<file path="src/design/mul_data_pkg.sv">
package mul_data_pkg;

    // operand and product widths
    localparam int OPERAND_W = 32;
    localparam int HALF_W    = OPERAND_W / 2;
    localparam int PRODUCT_W = 2 * OPERAND_W;

    // middle term of the four-step sum, product without the low half-word
    localparam int ACC_W     = OPERAND_W + HALF_W;

    // full 32-bit operand or magnitude
    typedef logic [OPERAND_W-1:0] operand_t;

    // one half-word fed to the 16x16 array
    typedef logic [HALF_W-1:0] half_t;

    // result of one 16x16 array pass
    typedef logic [2*HALF_W-1:0] half_prod_t;

    // accumulator for the upper 48 bits
    typedef logic [ACC_W-1:0] acc_t;

    // complete 64-bit product
    typedef logic [PRODUCT_W-1:0] product_t;

endpackage

</file>
<file path="src/design/mul_ctrl_pkg.sv">
package mul_ctrl_pkg;

    // one array pass per half-word pair
    localparam int NUM_STEPS = 4;

    // sequencer steps, named after the half-words of op_a and op_b
    typedef enum logic [$clog2(NUM_STEPS)-1:0] {
        STEP_LL,
        STEP_HL,
        STEP_LH,
        STEP_HH
    } seq_state_t;

    // operand interpretation
    typedef enum logic [1:0] {
        MODE_UNSIGNED,
        MODE_MULHSU,
        MODE_SIGNED
    } mul_mode_t;

endpackage

</file>
<file path="src/design/ripple_carry_adder.sv">
`timescale 1ns/1ps

module ripple_carry_adder
    import mul_data_pkg::*;
#(
    parameter int WIDTH = OPERAND_W
) (
    input  logic [WIDTH-1:0] a_i,
    input  logic [WIDTH-1:0] b_i,
    output logic [WIDTH-1:0] sum_o
);

    // carry into each bit position, bit 0 has no carry-in
    logic [WIDTH-1:0] carry;

    assign carry[0] = 1'b0;

    for (genvar i = 0; i < WIDTH; i++) begin : g_fa
        assign sum_o[i] = a_i[i] ^ b_i[i] ^ carry[i];

        // carry out of the top bit is dropped
        if (i < WIDTH - 1) begin : g_carry
            assign carry[i+1] = (a_i[i] & b_i[i]) | ((a_i[i] ^ b_i[i]) & carry[i]);
        end
    end

endmodule

</file>
<file path="src/design/vedic_mult.sv">
`timescale 1ns/1ps

module vedic_mult
    import mul_data_pkg::*;
#(
    parameter int WIDTH = HALF_W
) (
    input  logic [WIDTH-1:0]   a_i,
    input  logic [WIDTH-1:0]   b_i,
    output logic [2*WIDTH-1:0] prod_o
);

    if (WIDTH == 2) begin : g_cell
        logic pp_hl;
        logic pp_lh;
        logic pp_hh;
        logic c_mid;

        // bit products
        assign prod_o[0] = a_i[0] & b_i[0];
        assign pp_hl     = a_i[1] & b_i[0];
        assign pp_lh     = a_i[0] & b_i[1];
        assign pp_hh     = a_i[1] & b_i[1];

        // first half adder, cross terms
        assign prod_o[1] = pp_hl ^ pp_lh;
        assign c_mid     = pp_hl & pp_lh;

        // second half adder, top term plus carry
        assign prod_o[2] = pp_hh ^ c_mid;
        assign prod_o[3] = pp_hh & c_mid;
    end else begin : g_split
        localparam int H     = WIDTH / 2;
        // sum width, product above the low quarter
        localparam int SUM_W = WIDTH + H;

        logic [WIDTH-1:0] q_ll;
        logic [WIDTH-1:0] q_hl;
        logic [WIDTH-1:0] q_lh;
        logic [WIDTH-1:0] q_hh;
        logic [SUM_W-1:0] s_low;
        logic [SUM_W-1:0] s_high;
        logic [SUM_W-1:0] s_all;

        // four half-width cross products
        vedic_mult #(.WIDTH(H)) u_ll (.a_i(a_i[H-1:0]),     .b_i(b_i[H-1:0]),     .prod_o(q_ll));
        vedic_mult #(.WIDTH(H)) u_hl (.a_i(a_i[WIDTH-1:H]), .b_i(b_i[H-1:0]),     .prod_o(q_hl));
        vedic_mult #(.WIDTH(H)) u_lh (.a_i(a_i[H-1:0]),     .b_i(b_i[WIDTH-1:H]), .prod_o(q_lh));
        vedic_mult #(.WIDTH(H)) u_hh (.a_i(a_i[WIDTH-1:H]), .b_i(b_i[WIDTH-1:H]), .prod_o(q_hh));

        // high-low term plus the spill of the low-low product
        ripple_carry_adder #(.WIDTH(SUM_W)) u_add_low (
            .a_i   ({{H{1'b0}}, q_hl}),
            .b_i   ({{WIDTH{1'b0}}, q_ll[WIDTH-1:H]}),
            .sum_o (s_low)
        );

        // low-high term plus the high-high product shifted up by H
        ripple_carry_adder #(.WIDTH(SUM_W)) u_add_high (
            .a_i   ({{H{1'b0}}, q_lh}),
            .b_i   ({q_hh, {H{1'b0}}}),
            .sum_o (s_high)
        );

        ripple_carry_adder #(.WIDTH(SUM_W)) u_add_all (
            .a_i   (s_low),
            .b_i   (s_high),
            .sum_o (s_all)
        );

        // lowest quarter is never touched by the adders
        assign prod_o = {s_all, q_ll[H-1:0]};
    end

endmodule

</file>
<file path="src/design/operand_sign_unit.sv">
`timescale 1ns/1ps

module operand_sign_unit
    import mul_data_pkg::*;
    import mul_ctrl_pkg::*;
(
    input  logic      clk_i,
    input  logic      rst_i,
    input  mul_mode_t mode_i,
    input  logic      start_i,
    input  operand_t  op_a_i,
    input  operand_t  op_b_i,
    input  product_t  mag_prod_i,
    input  logic      ready_i,
    output operand_t  mag_a_o,
    output operand_t  mag_b_o,
    output product_t  product_o
);

    logic a_neg;
    logic b_neg;
    logic negate_d;
    logic negate_q;

    // op_a is signed in both mulhsu and signed mode
    assign a_neg = op_a_i[OPERAND_W-1] && (mode_i != MODE_UNSIGNED);

    // op_b only in signed mode
    assign b_neg = op_b_i[OPERAND_W-1] && (mode_i == MODE_SIGNED);

    // two's-complement magnitudes, 0x80000000 maps onto itself as unsigned
    assign mag_a_o = a_neg ? (~op_a_i + operand_t'(1)) : op_a_i;
    assign mag_b_o = b_neg ? (~op_b_i + operand_t'(1)) : op_b_i;

    // negative result when exactly one operand was negative
    assign negate_d = a_neg ^ b_neg;

    always_ff @(posedge clk_i) begin
        if (!rst_i) begin
            negate_q <= 1'b0;
        end else if (start_i) begin
            negate_q <= negate_d;
        end
    end

    // result only during the ready cycle, zero otherwise
    always_comb begin
        if (!ready_i) begin
            product_o = '0;
        end else if (negate_q) begin
            product_o = ~mag_prod_i + product_t'(1);
        end else begin
            product_o = mag_prod_i;
        end
    end

endmodule

</file>
<file path="src/design/partial_product_seq.sv">
`timescale 1ns/1ps

module partial_product_seq
    import mul_data_pkg::*;
    import mul_ctrl_pkg::*;
(
    input  logic       clk_i,
    input  logic       rst_i,
    input  logic       active_i,
    input  operand_t   mag_a_i,
    input  operand_t   mag_b_i,
    input  half_prod_t vm_prod_i,
    output half_t      vm_a_o,
    output half_t      vm_b_o,
    output logic       start_o,
    output logic       ready_o,
    output product_t   mag_prod_o
);

    seq_state_t state_q;
    seq_state_t state_d;

    logic a_hi_sel;
    logic b_hi_sel;

    // partial products kept from earlier steps
    half_prod_t ll_q;
    half_prod_t hl_q;
    acc_t       lh_q;

    half_prod_t mid_sum;
    acc_t       top_sum;
    acc_t       acc_sum;

    // step order LL, HL, LH, HH
    always_comb begin
        case (state_q)
            STEP_LL: state_d = STEP_HL;
            STEP_HL: state_d = STEP_LH;
            STEP_LH: state_d = STEP_HH;
            default: state_d = STEP_LL;
        endcase
    end

    // hold the step while the block is idle
    always_ff @(posedge clk_i) begin
        if (!rst_i) begin
            state_q <= STEP_LL;
        end else if (active_i) begin
            state_q <= state_d;
        end
    end

    // half-word selection for the shared array
    assign a_hi_sel = (state_q == STEP_HL) || (state_q == STEP_HH);
    assign b_hi_sel = (state_q == STEP_LH) || (state_q == STEP_HH);

    assign vm_a_o = a_hi_sel ? mag_a_i[OPERAND_W-1:HALF_W] : mag_a_i[HALF_W-1:0];
    assign vm_b_o = b_hi_sel ? mag_b_i[OPERAND_W-1:HALF_W] : mag_b_i[HALF_W-1:0];

    // partial product capture, one register per step
    always_ff @(posedge clk_i) begin
        if (active_i) begin
            case (state_q)
                STEP_LL: ll_q <= vm_prod_i;
                STEP_HL: hl_q <= vm_prod_i;
                STEP_LH: lh_q <= {{HALF_W{1'b0}}, vm_prod_i};
                default: ;
            endcase
        end
    end

    // high-low plus the upper half of low-low
    ripple_carry_adder #(.WIDTH(OPERAND_W)) u_add_mid (
        .a_i   (hl_q),
        .b_i   ({{HALF_W{1'b0}}, ll_q[OPERAND_W-1:HALF_W]}),
        .sum_o (mid_sum)
    );

    // low-high plus the live high-high product, aligned one half-word up
    ripple_carry_adder #(.WIDTH(ACC_W)) u_add_top (
        .a_i   (lh_q),
        .b_i   ({vm_prod_i, {HALF_W{1'b0}}}),
        .sum_o (top_sum)
    );

    ripple_carry_adder #(.WIDTH(ACC_W)) u_add_acc (
        .a_i   ({{HALF_W{1'b0}}, mid_sum}),
        .b_i   (top_sum),
        .sum_o (acc_sum)
    );

    // valid only in STEP_HH, the sign unit masks it otherwise
    assign mag_prod_o = {acc_sum, ll_q[HALF_W-1:0]};

    // new operation begins, sign unit latches the negate flag
    assign start_o = active_i && (state_q == STEP_LL);

    assign ready_o = active_i && (state_q == STEP_HH);

endmodule

</file>
<file path="src/design/vedic_multiplier_top.sv">
`timescale 1ns/1ps

module vedic_multiplier_top
    import mul_data_pkg::*;
    import mul_ctrl_pkg::*;
(
    input  logic     clk_i,
    input  logic     rst_i,
    input  logic     active_i,
    input  logic     unsigned_i,
    input  logic     mulhsu_i,
    input  operand_t op_a_i,
    input  operand_t op_b_i,
    output product_t product_o,
    output logic     ready_o
);

    mul_mode_t  mode;
    operand_t   mag_a;
    operand_t   mag_b;
    product_t   mag_prod;
    half_t      vm_a;
    half_t      vm_b;
    half_prod_t vm_prod;
    logic       start;

    // unsigned wins over mulhsu, signed when neither is set
    assign mode = unsigned_i ? MODE_UNSIGNED : (mulhsu_i ? MODE_MULHSU : MODE_SIGNED);

    operand_sign_unit u_sign (
        .clk_i      (clk_i),
        .rst_i      (rst_i),
        .mode_i     (mode),
        .start_i    (start),
        .op_a_i     (op_a_i),
        .op_b_i     (op_b_i),
        .mag_prod_i (mag_prod),
        .ready_i    (ready_o),
        .mag_a_o    (mag_a),
        .mag_b_o    (mag_b),
        .product_o  (product_o)
    );

    partial_product_seq u_seq (
        .clk_i      (clk_i),
        .rst_i      (rst_i),
        .active_i   (active_i),
        .mag_a_i    (mag_a),
        .mag_b_i    (mag_b),
        .vm_prod_i  (vm_prod),
        .vm_a_o     (vm_a),
        .vm_b_o     (vm_b),
        .start_o    (start),
        .ready_o    (ready_o),
        .mag_prod_o (mag_prod)
    );

    // shared 16x16 array, reused on every step
    vedic_mult #(.WIDTH(HALF_W)) u_vedic (
        .a_i    (vm_a),
        .b_i    (vm_b),
        .prod_o (vm_prod)
    );

endmodule

</file>
<file path="config.mk">
export PLATFORM = sky130hd
export DESIGN_NAME = vedic_multiplier_top
export DESIGN_NICKNAME = d
export VERILOG_FILES = /design/src/design/mul_data_pkg.sv /design/src/design/mul_ctrl_pkg.sv /design/src/design/ripple_carry_adder.sv /design/src/design/vedic_mult.sv /design/src/design/operand_sign_unit.sv /design/src/design/partial_product_seq.sv /design/src/design/vedic_multiplier_top.sv
export SDC_FILE = /design/constraint.sdc
export NUM_CORES = 1
export LEC_CHECK = 0
export BUFFER_PORTS_ARGS = -buffer_cell sky130_fd_sc_hd__buf_4
export CORE_ASPECT_RATIO = 1.75
export CORE_MARGIN = 5
export CORE_UTILIZATION = 60
export CTS_CLUSTER_DIAMETER = 150
export DETAILED_ROUTE_END_ITERATION = 10
export PLACE_DENSITY = 0.75
export SLEW_MARGIN = 15
export SYNTH_ARGS = -nofsm -noshare
export SYNTH_HDL_FRONTEND = slang
export SYNTH_HIERARCHICAL = 1
export SYNTH_SLANG_ARGS = --single-unit
</file>
<file path="constraint.sdc">
create_clock -name clk_i -period 41.3 [get_ports clk_i]
set_input_delay 8.26 -clock clk_i [delete_from_list [all_inputs] [get_ports clk_i]]
set_output_delay 8.26 -clock clk_i [all_outputs]
set_load 0.005 [all_outputs]
</file>
# Yosys cells after proc, flatten, opt, wreduce, memory -nomap -nowiden
# Cells that the tools add are included.
# totals
regBits,99
output_inout_bits,65
elab_cells,2240
# op_classes
n_mux,9
n_reduce_logical,11
n_bitwise,2208
eq_ne,4
n_addsub,3
# ops
cell,n
$and A1 B1 Y1,1086
$xor A1 B1 Y1,876
$or A1 B1 Y1,243
$mux W64,2
$add A32 B1 Y32 const B,2
$add A64 B1 Y64 const B,1
$mux W32,2
$not A32 Y32,2
$not A64 Y64,1
$mux W16,2
$eq A2 B2 Y1 const B,3
$pmux W2 S3,1
$reduce_and A2 Y1,3
$logic_and A1 B1 Y1,4
$mux W2,2
$eq A2 B1 Y1 const B,1
$logic_not A2 Y1,1
$logic_or A1 B1 Y1,2
$reduce_bool A2 Y1,1

# Logic depth before layout (Yosys ltp)
# Gate-level depths: netlist of run 1.
# logic_depth
word_depth,85
ltp_mapped,52
mapped_depth_nobuf,52

# Cells and area by module
# Netlist of run 1, hierarchy kept.
# modules_own_cells
module,area_per_inst_um2,cells_each,instances
ripple_carry_adder at u_vedic.g_split.u_hh.g_split.u_hh.g_split.u_add_all ...,116.4,6,48
operand_sign_unit,3881.2,579,1
partial_product_seq,3679.8,168,1
vedic_mult at u_vedic.g_split.u_hh.g_split.u_hh.g_split.u_hh ...,50.0,6,64
ripple_carry_adder at u_vedic.g_split.u_hh.g_split.u_add_all ...,236.5,12,12
ripple_carry_adder at u_seq.u_add_acc ...,957.2,48,2
ripple_carry_adder at u_vedic.g_split.u_add_all ...,476.7,24,3
ripple_carry_adder at u_seq.u_add_mid,636.9,32,1
vedic_mult at u_vedic ...,3.8,1,21
vedic_multiplier_top,17.5,2,1

# Worst setup path before layout of run 1
# OpenSTA, ideal clock, no wires.
# synth_timing
path_type,input-to-output
from,input op_a_i[10]
to,output product_o[63]
t_arrival_ns,25.608
path_buffers,0
cell_stages,49
setup_slack_ns,7.432
required_time_ns,33.040
path_cell_list,or4_1 > nor3_1 > nand2_1 > o41ai_1 > xnor2_1 > mux2_2 > and2_1 > ha_1 > ha_1 > ha_1 > fa_1 > fa_1 > fa_1 > fa_1 > fa_1 > fa_1 > fa_1 > fa_1 > [13 not listed] > fa_1 > fa_1 > fa_1 > fa_1 > fa_1 > fa_1 > fa_1 > fa_1 > fa_1 > fa_1 > fa_1 > fa_1 > fa_1 > fa_1 > xor3_1 > and4b_1 > nand4_1 > o311ai_0
# synth_between
elab_cells_between_ends,2027
cone_classes,add/sub: 2; mux: 4; bitwise: 2021
# synth_lines
element,line_no,text
start: declaration,vedic_multiplier_top.sv:12,"input operand_t op_a_i,"
$not A32 Y32 *,operand_sign_unit.sv:32,assign mag_a_o = a_neg ? (~op_a_i + operand_t'(1)) : op_a_i;
$add A32 B1 Y32 *,operand_sign_unit.sv:32,
$mux W32 *,operand_sign_unit.sv:32,
via mag_a[16],vedic_multiplier_top.sv:19,operand_t mag_a;
$mux W16 *,partial_product_seq.sv:58,assign vm_a_o = a_hi_sel ? mag_a_i[OPERAND_W-1:HALF_W] : mag_a_i[HALF_W-1:0];
via vm_a[0],vedic_multiplier_top.sv:22,half_t vm_a;
$and A1 B1 Y1 *,vedic_mult.sv:22,assign pp_lh = a_i[0] & b_i[1];
$and A1 B1 Y1 *,vedic_mult.sv:27,assign c_mid = pp_hl & pp_lh;
[1 not listed],--,
via u_vedic.g_split.u_ll.g_split.u_ll.g_split.q_ll[2],vedic_mult.sv:37,logic [WIDTH-1:0] q_ll;
[2 not listed],--,
via u_vedic.g_split.u_ll.g_split.u_ll.g_split.s_low[1],vedic_mult.sv:41,logic [SUM_W-1:0] s_low;
[6 not listed],--,
via u_vedic.g_split.u_ll.g_split.q_ll[5],vedic_mult.sv:37,
[4 not listed],--,
via u_vedic.g_split.u_ll.g_split.s_low[2],vedic_mult.sv:41,
[8 not listed],--,
via u_vedic.g_split.q_ll[9],vedic_mult.sv:37,
[23 not listed],--,
via u_vedic.g_split.s_low[16],vedic_mult.sv:41,
[2 not listed],--,
via vm_prod[24],vedic_multiplier_top.sv:24,half_prod_t vm_prod;
[1 not listed],--,
via u_seq.top_sum[40],partial_product_seq.sv:32,acc_t top_sum;
$and A1 B1 Y1 * (7 in a row),ripple_carry_adder.sv:23,assign carry[i+1] = (a_i[i] & b_i[i]) | ((a_i[i] ^ b_i[i]) & carry[i]);
$xor A1 B1 Y1 *,ripple_carry_adder.sv:19,assign sum_o[i] = a_i[i] ^ b_i[i] ^ carry[i];
via mag_prod[63],vedic_multiplier_top.sv:21,product_t mag_prod;
$not A64 Y64,operand_sign_unit.sv:51,product_o = ~mag_prod_i + product_t'(1);
$add A64 B1 Y64,operand_sign_unit.sv:51,
$mux W64 *,operand_sign_unit.sv:50,end else if (negate_q) begin
$mux W64 *,operand_sign_unit.sv:48,if (!ready_i) begin
end: declaration,vedic_multiplier_top.sv:14,"output product_t product_o,"
# Mark *: on every way through the listed nets, which the timed path passes. The rest lies on a longest branch.

# Final worst setup path of run 1
# layout_timing
from,input op_a_i[6]
to,output product_o[63]
# layout_between
elab_cells_between_ends,2027
cone_classes,add/sub: 2; mux: 4; bitwise: 2021
# layout_lines
element,line_no,text
$not A32 Y32 *,operand_sign_unit.sv:32,
$add A32 B1 Y32 *,operand_sign_unit.sv:32,
$mux W32 *,operand_sign_unit.sv:32,
via mag_a[17],vedic_multiplier_top.sv:19,
$mux W16 *,partial_product_seq.sv:58,
via vm_a[1],vedic_multiplier_top.sv:22,
$and A1 B1 Y1,vedic_mult.sv:21,assign pp_hl = a_i[1] & b_i[0];
$and A1 B1 Y1,vedic_mult.sv:27,
[1 not listed],--,
via u_vedic.g_split.u_ll.g_split.u_ll.g_split.q_ll[2],vedic_mult.sv:37,
[5 not listed],--,
via u_vedic.g_split.u_ll.g_split.u_ll.g_split.s_low[3],vedic_mult.sv:41,
[4 not listed],--,
via u_vedic.g_split.u_ll.g_split.q_ll[6],vedic_mult.sv:37,
[7 not listed],--,
via u_vedic.g_split.u_ll.g_split.s_low[5],vedic_mult.sv:41,
[2 not listed],--,
via u_vedic.g_split.q_ll[9],vedic_mult.sv:37,
[2 not listed],--,
via u_vedic.g_split.s_low[1],vedic_mult.sv:41,
[2 not listed],--,
via vm_prod[9],vedic_multiplier_top.sv:24,
[24 not listed],--,
via u_seq.top_sum[40],partial_product_seq.sv:32,
$and A1 B1 Y1 * (7 in a row),ripple_carry_adder.sv:23,
$xor A1 B1 Y1 *,ripple_carry_adder.sv:19,
via mag_prod[63],vedic_multiplier_top.sv:21,
$not A64 Y64,operand_sign_unit.sv:51,
$add A64 B1 Y64,operand_sign_unit.sv:51,
$mux W64 *,operand_sign_unit.sv:50,
$mux W64 *,operand_sign_unit.sv:48,
# Marks and branches as above.

==> out/results.ini, run 1 <==
[status]
outcome=completed

[cells_and_area]
drive_gt1_share_pct=9.99
diodes=0
stdcell_area_mm2=0.0261
nFillCells=2915
final_nets=2979
multiInputGateArea_mm2=0.0212
area_delta_synth_final_pct=12.3
seq_area_mm2=0.00294

[sta]
max_freq_ghz=0.0280
timing.final.crit_period_ns=35.77
relSlewSlack_pct=22.3
rsz0062_at_grt=false
finalSetupTns_ns=0
hold_violations=0
fin_skew_ns=0.0144
worst_pin_slew_ns=1.16
setup_violations=0
maxSlewViolCount=0
fin_crit_sh_pct=86.6

[setup_path]
criticalPathCategory=in2out
r2r-end=u_seq/lh_q[31]$_DFFE_PP_
reg2reg_depth=42
cpPeakStageDelay_ns=0.64
cp_common_cell=fa_1
cp-start-kind=input port
crit_arrival_ns=27.51
r2r-start=u_seq/state_q[0]$_SDFFE_PN0P_
cp_max_fo=16
endpoint_kind=primary output
regToRegSetupSlack_ns=24.11
slowest_stage=nor2b_1
crit_required_ns=33.04

[synth]
synth_edf_count=96
yosys-top-cells-count=fa_1 (500), and2_1 (284), ha_1 (202)
yosysTopAreaCell=fa_1
syn_area_mm2=0.0233
ys_seq_elements=99
synthDistinctLibCells=72
yosysMostFrequentCell=fa_1
ys_async_sr_fraction_pct=0
yosys_warnings=6
ys_dominant_reg_cell=edfxtp_1
synth.area.top_cells=fa_1 (43%), edfxtp_1 (12%), ha_1 (11%), and2_1 (7.6%), xor3_1 (6.7%)
synth_top_area_share_pct=43.0
yosysSeqAreaShare_pct=12.6
synthCells=1786
syn_avg_cell_area_um2=13.0

[cts]
clock_latency_ns=0.36
postCtsSetupBuffers=0
ctsHoldBuffers=0
cts.sinks=99
clk_pin_slew_ns=0.08
cts.path.max_buffers=2
cts_tree=yes
cts_inserted_buffers=9
cts_resized=0
cts_max_level=3
root_buffer=clkbuf_16

[floorplanning]
die-area_mm2=0.0430
die_y_um=270
core_area_mm2=0.0384
fp.dieW_um=159
rows=95
initial_core_util_pct=60.6
ioPinCount=134

[grt]
grt_pass1_wl_mm=89.7
antenna_found_initial=0
grt_max_degree=80
gr-total-overflow=0
grtUsageTotal_pct=26.7
grt_pass1_vias=17300

[placement]
io_buffers=133
place_area_mm2=0.0258
detailed_place_hpwl_mm=48.6
gp_congestion=0.952

[routing]
first_pass_iters=5
wirelength_mm=55.1
wire_per_inst_um=20.4
drc=0
drt_iter0_drc=677
via_per_inst=5.50
route.vias.total=14800
ant_nets=0

[hold_path]
min_path_type=reg2reg
whs_endpoint=u_seq/state_q[1]$_SDFFE_PN0P_
holdPathStages=2
hold_start=u_seq/state_q[1]$_SDFFE_PN0P_

[flow_run]
drv_cap=0

## metal layers
| layer | vias to the layer above | routed length (µm) | global-route usage [%] |
|---|---|---|---|
| li1 | 6668 | - | - |
| met1 | 7673 | 17800 | 27.1 |
| met2 | 354 | 32400 | 53.0 |
| met3 | 144 | 1290 | 1.93 |
| met4 | 0 | 3690 | 14.8 |
| met5 | - | 0 | 0 |
## state kept, by name, summed over array words and instances, names as in the netlist
| register | cells |
|---|---|
| u_seq/hl_q | 32 |
| u_seq/lh_q | 32 |
| u_seq/ll_q | 32 |
| u_seq/state_q | 2 |
| u_sign/negate_q | 1 |
## critical path: cells and delay by family
family	cells	cell delay [ns]
fa+ha+maj	38	15.67
compound gates	2	0.40
buf+inv	2	0.29
simple gates	6	1.93
xor+xnor	2	0.57
mux	1	0.37
## worst max-delay path by stage
stage,startpoint,end,slack (ns),cells past startpoint
after detailed placement,op_a_i[6],product_o[63],5.59,51
final,op_a_i[6],product_o[63],5.53,51
after global placement,op_a_i[6],product_o[63],5.99,51
after floorplan,op_a_i[10],product_o[63],7.43,49
after CTS,op_a_i[6],product_o[63],5.54,51
after global routing,op_a_i[6],product_o[63],4.83,51
## logic make-up (layout without fill, tap and decap cells)
family | count (synthesis) | in the layout | share of synthesized area [%]
xor+xnor | 148 | 148 | 9.83
fa+ha+maj | 702 | 702 | 53.9
other cells | 22 | 344 | 0.355
buf+inv | 68 | 173 | 1.56
mux | 55 | 55 | 2.86
simple gates | 557 | 557 | 14.7
flops | 99 | 99 | 12.6
compound gates | 135 | 135 | 4.14
## layout by cell type, fill, tap and decap left out, drive strengths merged, types with 4 or more instances in the layout
master,instances
o21ai,20
nand3,14
a21oi,23
nor3,29
o41ai,16
mux2i,23
fa,500
a31oi,24
and2,285
nand4,13
conb,344
xnor2,53
nor2,49
inv,19
buf,141
or4,9
nand2,47
o211ai,8
ha,202
nor4,33
a41oi,4
or3,11
o31ai,20
edfxtp,96
mux2,32
xor2,29
nor2b,14
and3,4
xor3,66
clkbuf,10
nand3b,8
nand2b,26
## cell type report
type                       instances  area share [%]
clock inverter                     6           0.211
clock buffer                      10           0.915
sequential                        99            11.3
timing repair buffer             141            4.05
multi-input combinational       1941            81.0
tap                              485            2.32
inverter                          16           0.230
## per-stage QoR
step / instances / utilization, % / setup WS (ns) / hold slack [ns]
global placement: 2682 / 67.3 / 5.99 / 0.559
floorplan: 2108 / - / 7.43 / 0.542
global route: 2698 / 68.1 / 4.83 / 0.655
CTS: 2698 / 68.1 / 5.54 / 0.597
finish: 2698 / 68.1 / 5.53 / 0.592
detailed placement: 2682 / 67.3 / 5.59 / 0.584
Power of run 1 is left out: the tool's default activity adds up to more than one toggle a clock period on the data nets, which glitch-free logic cannot reach.
==> inputs of run 2 (changes only) <==
--- a/config.mk
+++ b/config.mk
@@ -7,7 +7,6 @@
 export LEC_CHECK = 0
 export BUFFER_PORTS_ARGS = -buffer_cell sky130_fd_sc_hd__buf_4
 export CORE_ASPECT_RATIO = 1.75
-export CORE_MARGIN = 5
 export CORE_UTILIZATION = 60
 export CTS_CLUSTER_DIAMETER = 150
 export DETAILED_ROUTE_END_ITERATION = 10
==> run 2 against run 1 <==
  * Die area shrank 7.8%
  * Maximum frequency barely moved
  * Worst setup slack got worse by 0.028 ns
  * Cell count about the same
==> out/results.ini, run 2 (same netlist as run 1, synthesis figures left out) <==
[setup_path]
cp_max_fo=16  ; unchanged
cpPeakStageDelay_ns=0.59  ; -0.05 ns
regToRegSetupSlack_ns=23.97  ; -0.14 ns
crit_required_ns=33.04  ; about the same
endpoint_kind=primary output
slowest_stage=fa_1
timing.critical_path.buf_inv=2  ; unchanged
criticalPathCategory=in2out
cp_common_cell=fa_1
crit_arrival_ns=27.54  ; +0.03 ns
path_delay_family=adder cells
cp-start-kind=input port

[cts]
cts.sinks=99  ; unchanged
cts_max_level=3  ; unchanged
cts_tree=yes
postCtsSetupBuffers=0  ; unchanged
ctsHoldBuffers=0  ; unchanged
clock_latency_ns=0.36  ; about the same
root_buffer=clkbuf_16
cts_resized=0  ; unchanged
cts.path.max_buffers=2  ; unchanged
cts_inserted_buffers=9  ; unchanged
clk_pin_slew_ns=0.07  ; about the same

[grt]
antenna_found_initial=0  ; unchanged
gr-total-overflow=0  ; unchanged
grt_pass1_vias=16800  ; -2.5%
grt_max_degree=94  ; +18%
grt_pass1_wl_mm=89.1  ; -0.65%
grtUsageTotal_pct=30.7  ; +4.0 points

[routing]
wirelength_met1_mm=18.0  ; +1.2%
route.met2.wl_mm=33.8  ; +4.3%
first_pass_iters=5  ; unchanged
wirelength_mm=56.8  ; +2.9%
maxUsedRoutingLayer=met4
drc=0  ; unchanged
wire_per_inst_um=21.0  ; +2.9%
drt_iter0_drc=559  ; -17%
via_per_inst=5.52  ; +0.29%
ant_nets=0  ; unchanged
wl_met3_mm=1.60  ; +24%
route.vias.total=14900  ; +0.36%

[sta]
hold_violations=0  ; unchanged
setup_violations=0  ; unchanged
setup_slack_ns=5.50  ; -0.0281 ns
rsz0062_at_grt=false
fin_skew_ns=0.00809  ; -0.00627 ns
finalSetupTns_ns=0  ; unchanged
max_freq_ghz=0.0279  ; about the same
relSlewSlack_pct=25.0  ; +2.7 points
fin_crit_sh_pct=86.7  ; about the same
worst_pin_slew_ns=1.12  ; -0.0411 ns
timing.final.crit_period_ns=35.80  ; +0.0281 ns
maxSlewViolCount=0  ; unchanged
whs_ns=0.588  ; -0.00478 ns

[status]
outcome=completed

[floorplanning]
fp.dieW_um=151  ; -5.0%
rows=95  ; unchanged
ioPinCount=134  ; unchanged
die-area_mm2=0.0396  ; -7.8%
die_y_um=262  ; -3.0%
initial_core_util_pct=60.8  ; +0.19 points
core_area_mm2=0.0383  ; -0.31%

[hold_path]
min_path_type=reg2reg

[cells_and_area]
drive_gt1_share_pct=10.1  ; +0.081 points
layout_commonest_cell=fa_1
final_cell_mix=fa_1 (500), conb_1 (344), and2_1 (284)
area_delta_synth_final_pct=12.4
nFillCells=2913  ; -0.069%
multiInputGateArea_mm2=0.0212  ; unchanged
seq_area_mm2=0.00294  ; unchanged
reg.largest.list=u_seq/hl_q: 32 flops, u_seq/lh_q: 32 flops, u_seq/ll_q: 32 flops
final_nets=2981  ; +0.067%
diodes=0  ; unchanged

[placement]
detailed_place_hpwl_mm=49.2  ; +1.2%
gp_congestion=0.974  ; +2.3%
io_buffers=133  ; unchanged
pre_cts_ws_ns=5.61  ; +0.0179 ns

[flow_run]
drv_cap=0  ; unchanged

run 2: final timing paths:
check,depth (start not counted),startpoint,endpoint
worst max register to register,42,u_seq/state_q[0]$_SDFFE_PN0P_,u_seq/lh_q[31]$_DFFE_PP_
worst max-delay path,51,op_a_i[6],product_o[63]
worst min-delay path,2,u_seq/state_q[1]$_SDFFE_PN0P_,u_seq/state_q[1]$_SDFFE_PN0P_
worst min register to register,2,u_seq/state_q[1]$_SDFFE_PN0P_,u_seq/state_q[1]$_SDFFE_PN0P_
run 2: worst register-to-register path, delay by kind of cell (launching register included):
kind | cells | cell delay [ns]
buffers and inverters | 1 | 0.10
xor gates and xnor gates | 1 | 0.48
DFF | 1 | 0.39
and+or+nand+nor | 2 | 0.75
adders and majority gates | 37 | 14.79
muxes | 1 | 0.56
run 2: cell type report:
cell class                 count  share of cell area [%]
multi-input combinational   1941                    80.9
sequential                    99                    11.2
timing repair buffer         143                    4.10
tap                          485                    2.32
clock buffer                   9                   0.861
clock inverter                 7                   0.316
inverter                      16                   0.230
run 2: metal layers:
| layer | global-route usage [%] | vias to the layer above |
|---|---|---|
| met3 | 2.57 | 116 |
| li1 | - | 6660 |
| met4 | 16.6 | 0 |
| met1 | 30.0 | 7748 |
| met5 | 0 | - |
| met2 | 60.9 | 369 |
run 2: stage by stage:
stage,instance area (µm²),std cells,utilization (%)
final,26200,2700,68.3
after global routing,26200,2700,68.3
after CTS,26200,2700,68.3
after detailed placement,25900,2684,67.5
after global placement,25900,2684,67.5
after floorplan,24500,2108,-
Power of run 2 is left out for the same reason.
==> inputs of run 3 (changes only) <==
--- a/config.mk
+++ b/config.mk
@@ -7,7 +7,7 @@
 export LEC_CHECK = 0
 export BUFFER_PORTS_ARGS = -buffer_cell sky130_fd_sc_hd__buf_4
 export CORE_ASPECT_RATIO = 1.75
-export CORE_UTILIZATION = 60
+export CORE_UTILIZATION = 58
 export CTS_CLUSTER_DIAMETER = 150
 export DETAILED_ROUTE_END_ITERATION = 10
 export PLACE_DENSITY = 0.75
==> constraint.sdc (replaced) <==
create_clock -name clk_i -period 31.2 [get_ports clk_i]
set_input_delay 6.24 -clock clk_i [delete_from_list [all_inputs] [get_ports clk_i]]
set_output_delay 6.24 -clock clk_i [all_outputs]
set_load 0.005 [all_outputs]
==> run 3 against run 2 <==
  * Cell area increased by 1.4%
  * Critical path type unchanged
  * Global-route usage decreased by 2.6 points
  * Die area increased by 3.4%
  * Non-clock buffer count grew 27
  * Sequential cell count unchanged
  * Critical path depth unchanged
  * Sequential share of layout area down 0.16 points
  * Register-to-register slack got worse by 9.6 ns
  * First-iteration DRC count increased by 5.9%
  * Clock skew is 0.0043 ns lower
==> out/results.ini, run 3 (same netlist as run 1, synthesis figures left out) <==
[sta]
fin_skew_ns=0.00383  ; -0.00426 ns
hold_violations=0  ; unchanged
relSlewSlack_pct=25.6  ; +0.64 points
rsz0062_at_grt=false
setup_violations=0  ; unchanged
worst_pin_slew_ns=1.11  ; -0.00868 ns
finalSetupTns_ns=0  ; unchanged
timing.final.crit_period_ns=30.69
fin_crit_sh_pct=98.4
max_freq_ghz=0.0326
maxSlewViolCount=0  ; unchanged

[cts]
root_buffer=clkbuf_16
cts_inserted_buffers=9  ; unchanged
cts.sinks=99  ; unchanged
cts.path.max_buffers=2  ; unchanged
ctsHoldBuffers=0  ; unchanged
clock_latency_ns=0.35  ; about the same
cts_tree=yes
clk_pin_slew_ns=0.07  ; about the same
cts_max_level=3  ; unchanged

[floorplanning]
die-area_mm2=0.0409  ; +3.4%
rows=96  ; +1.1%
initial_core_util_pct=59.1  ; -1.7 points
ioPinCount=134  ; unchanged
core_area_mm2=0.0394  ; +2.9%
die_y_um=267  ; +1.7%
fp.dieW_um=153  ; +1.7%

[grt]
grtUsageTotal_pct=28.1  ; -2.6 points
grt_pass1_wl_mm=86.5  ; -3.0%
antenna_found_initial=0  ; unchanged
gr-total-overflow=0  ; unchanged
grt_max_degree=77  ; -18%
grt_pass1_vias=17300  ; +2.7%

[cells_and_area]
layout_commonest_cell=fa_1
drive_gt1_share_pct=13.6  ; +3.5 points
stdcell_area_mm2=0.0265  ; +1.4%
nFillCells=2996  ; +2.8%
reg.largest.list=u_seq/hl_q: 32 flops, u_seq/lh_q: 32 flops, u_seq/ll_q: 32 flops
final_cell_mix=fa_1 (454), conb_1 (344), and2_1 (284)
area_delta_synth_final_pct=14.0
final_nets=3008  ; +0.91%
diodes=0  ; unchanged

[setup_path]
criticalPathCategory=in2out
crit_start=op_a_i[10]
cp_max_fo=5  ; -11
cp-start-kind=input port
cpPeakStageDelay_ns=0.65  ; +0.06 ns
crit_required_ns=24.96  ; -8.08 ns
slowest_stage=fa_2
r2r-end=u_seq/hl_q[31]$_DFFE_PP_
reg2reg_depth=42  ; unchanged
cp-endpoint=product_o[62]
crit_arrival_ns=24.45  ; -3.09 ns
r2r-start=u_seq/state_q[1]$_SDFFE_PN0P_
endpoint_kind=primary output
cp_common_cell=fa_2
regToRegSetupSlack_ns=14.39  ; -9.58 ns

[routing]
drt_iter0_drc=592  ; +5.9%
via_per_inst=5.53  ; +0.22%
first_pass_iters=5  ; unchanged
wirelength_mm=54.0  ; -4.9%
route.vias.total=15100  ; +1.4%
wire_per_inst_um=19.8  ; -6.0%
drc=0  ; unchanged
ant_nets=0  ; unchanged

[flow_run]
drv_cap=0  ; unchanged

[placement]
place_area_mm2=0.0261  ; +0.78%
gp_congestion=0.904  ; -7.2%
io_buffers=133  ; unchanged
detailed_place_hpwl_mm=46.7  ; -5.2%

[status]
outcome=completed

[hold_path]
min_path_type=reg2reg

## run 3: cell count changes in the layout (fill, tap and decap cells not counted), sizes merged
cell,previous run,this run
buf,143,170
## run 3: area by class of cell
type                            count  area, µm²  share of cell area, %
Clock buffer                        9        225                  0.849
Clock inverter                      7       82.6                  0.311
Inverter                           16       60.1                  0.226
Multi-Input combinational cell   1941      21300                   80.4
Sequential cell                    99       2940                   11.1
Tap cell                          490        613                   2.31
Timing Repair Buffer              170       1280                   4.81
## run 3: through the flow
step	std cells	setup slack [ns]	hold WS, ns	util (%)
floorplan	2108	1.37	0.542	-
global placement	2715	0.306	0.566	66.1
detailed placement	2715	-0.112	0.594	66.1
CTS	2731	0.00930	0.603	66.9
global route	2732	0.0145	0.648	67.3
finish	2732	0.505	0.598	67.3
## run 3: per-layer routing
metal	global-route usage (%)	routed length [µm]
met5	0	0
met4	16.6	3280
met3	1.96	1520
met2	56.9	31800
met1	27.3	17400
## run 3: how the worst min path moves through the flow
stage	startpoint	endpoint	slack, ns	depth (start not counted)
after floorplan	u_seq/state_q[1]$_SDFFE_PN0P_	u_seq/state_q[1]$_SDFFE_PN0P_	0.54	2
after global placement	u_seq/state_q[1]$_SDFFE_PN0P_	u_seq/state_q[1]$_SDFFE_PN0P_	0.57	2
after detailed placement	u_seq/state_q[1]$_SDFFE_PN0P_	u_seq/state_q[1]$_SDFFE_PN0P_	0.59	2
after CTS	u_seq/state_q[1]$_SDFFE_PN0P_	u_seq/state_q[1]$_SDFFE_PN0P_	0.60	2
after global routing	u_seq/state_q[1]$_SDFFE_PN0P_	u_seq/state_q[1]$_SDFFE_PN0P_	0.65	2
final	u_seq/state_q[1]$_SDFFE_PN0P_	u_seq/state_q[1]$_SDFFE_PN0P_	0.60	2
## run 3: critical path, delay by kind of cell
kind	cells	cell delay, ns
compound gates	3	0.69
xor+xnor	1	0.10
fa+ha+maj	38	15.54
buf+inv	2	0.29
mux	1	0.30
simple gates	6	1.28
## run 3: repair_timing
action,in CTS,in global routing
pin swaps,0,20
endpoints found under the setup margin,2,3
setup buffers,0,1
gates resized for setup,4,54
Power of run 3 is left out for the same reason.
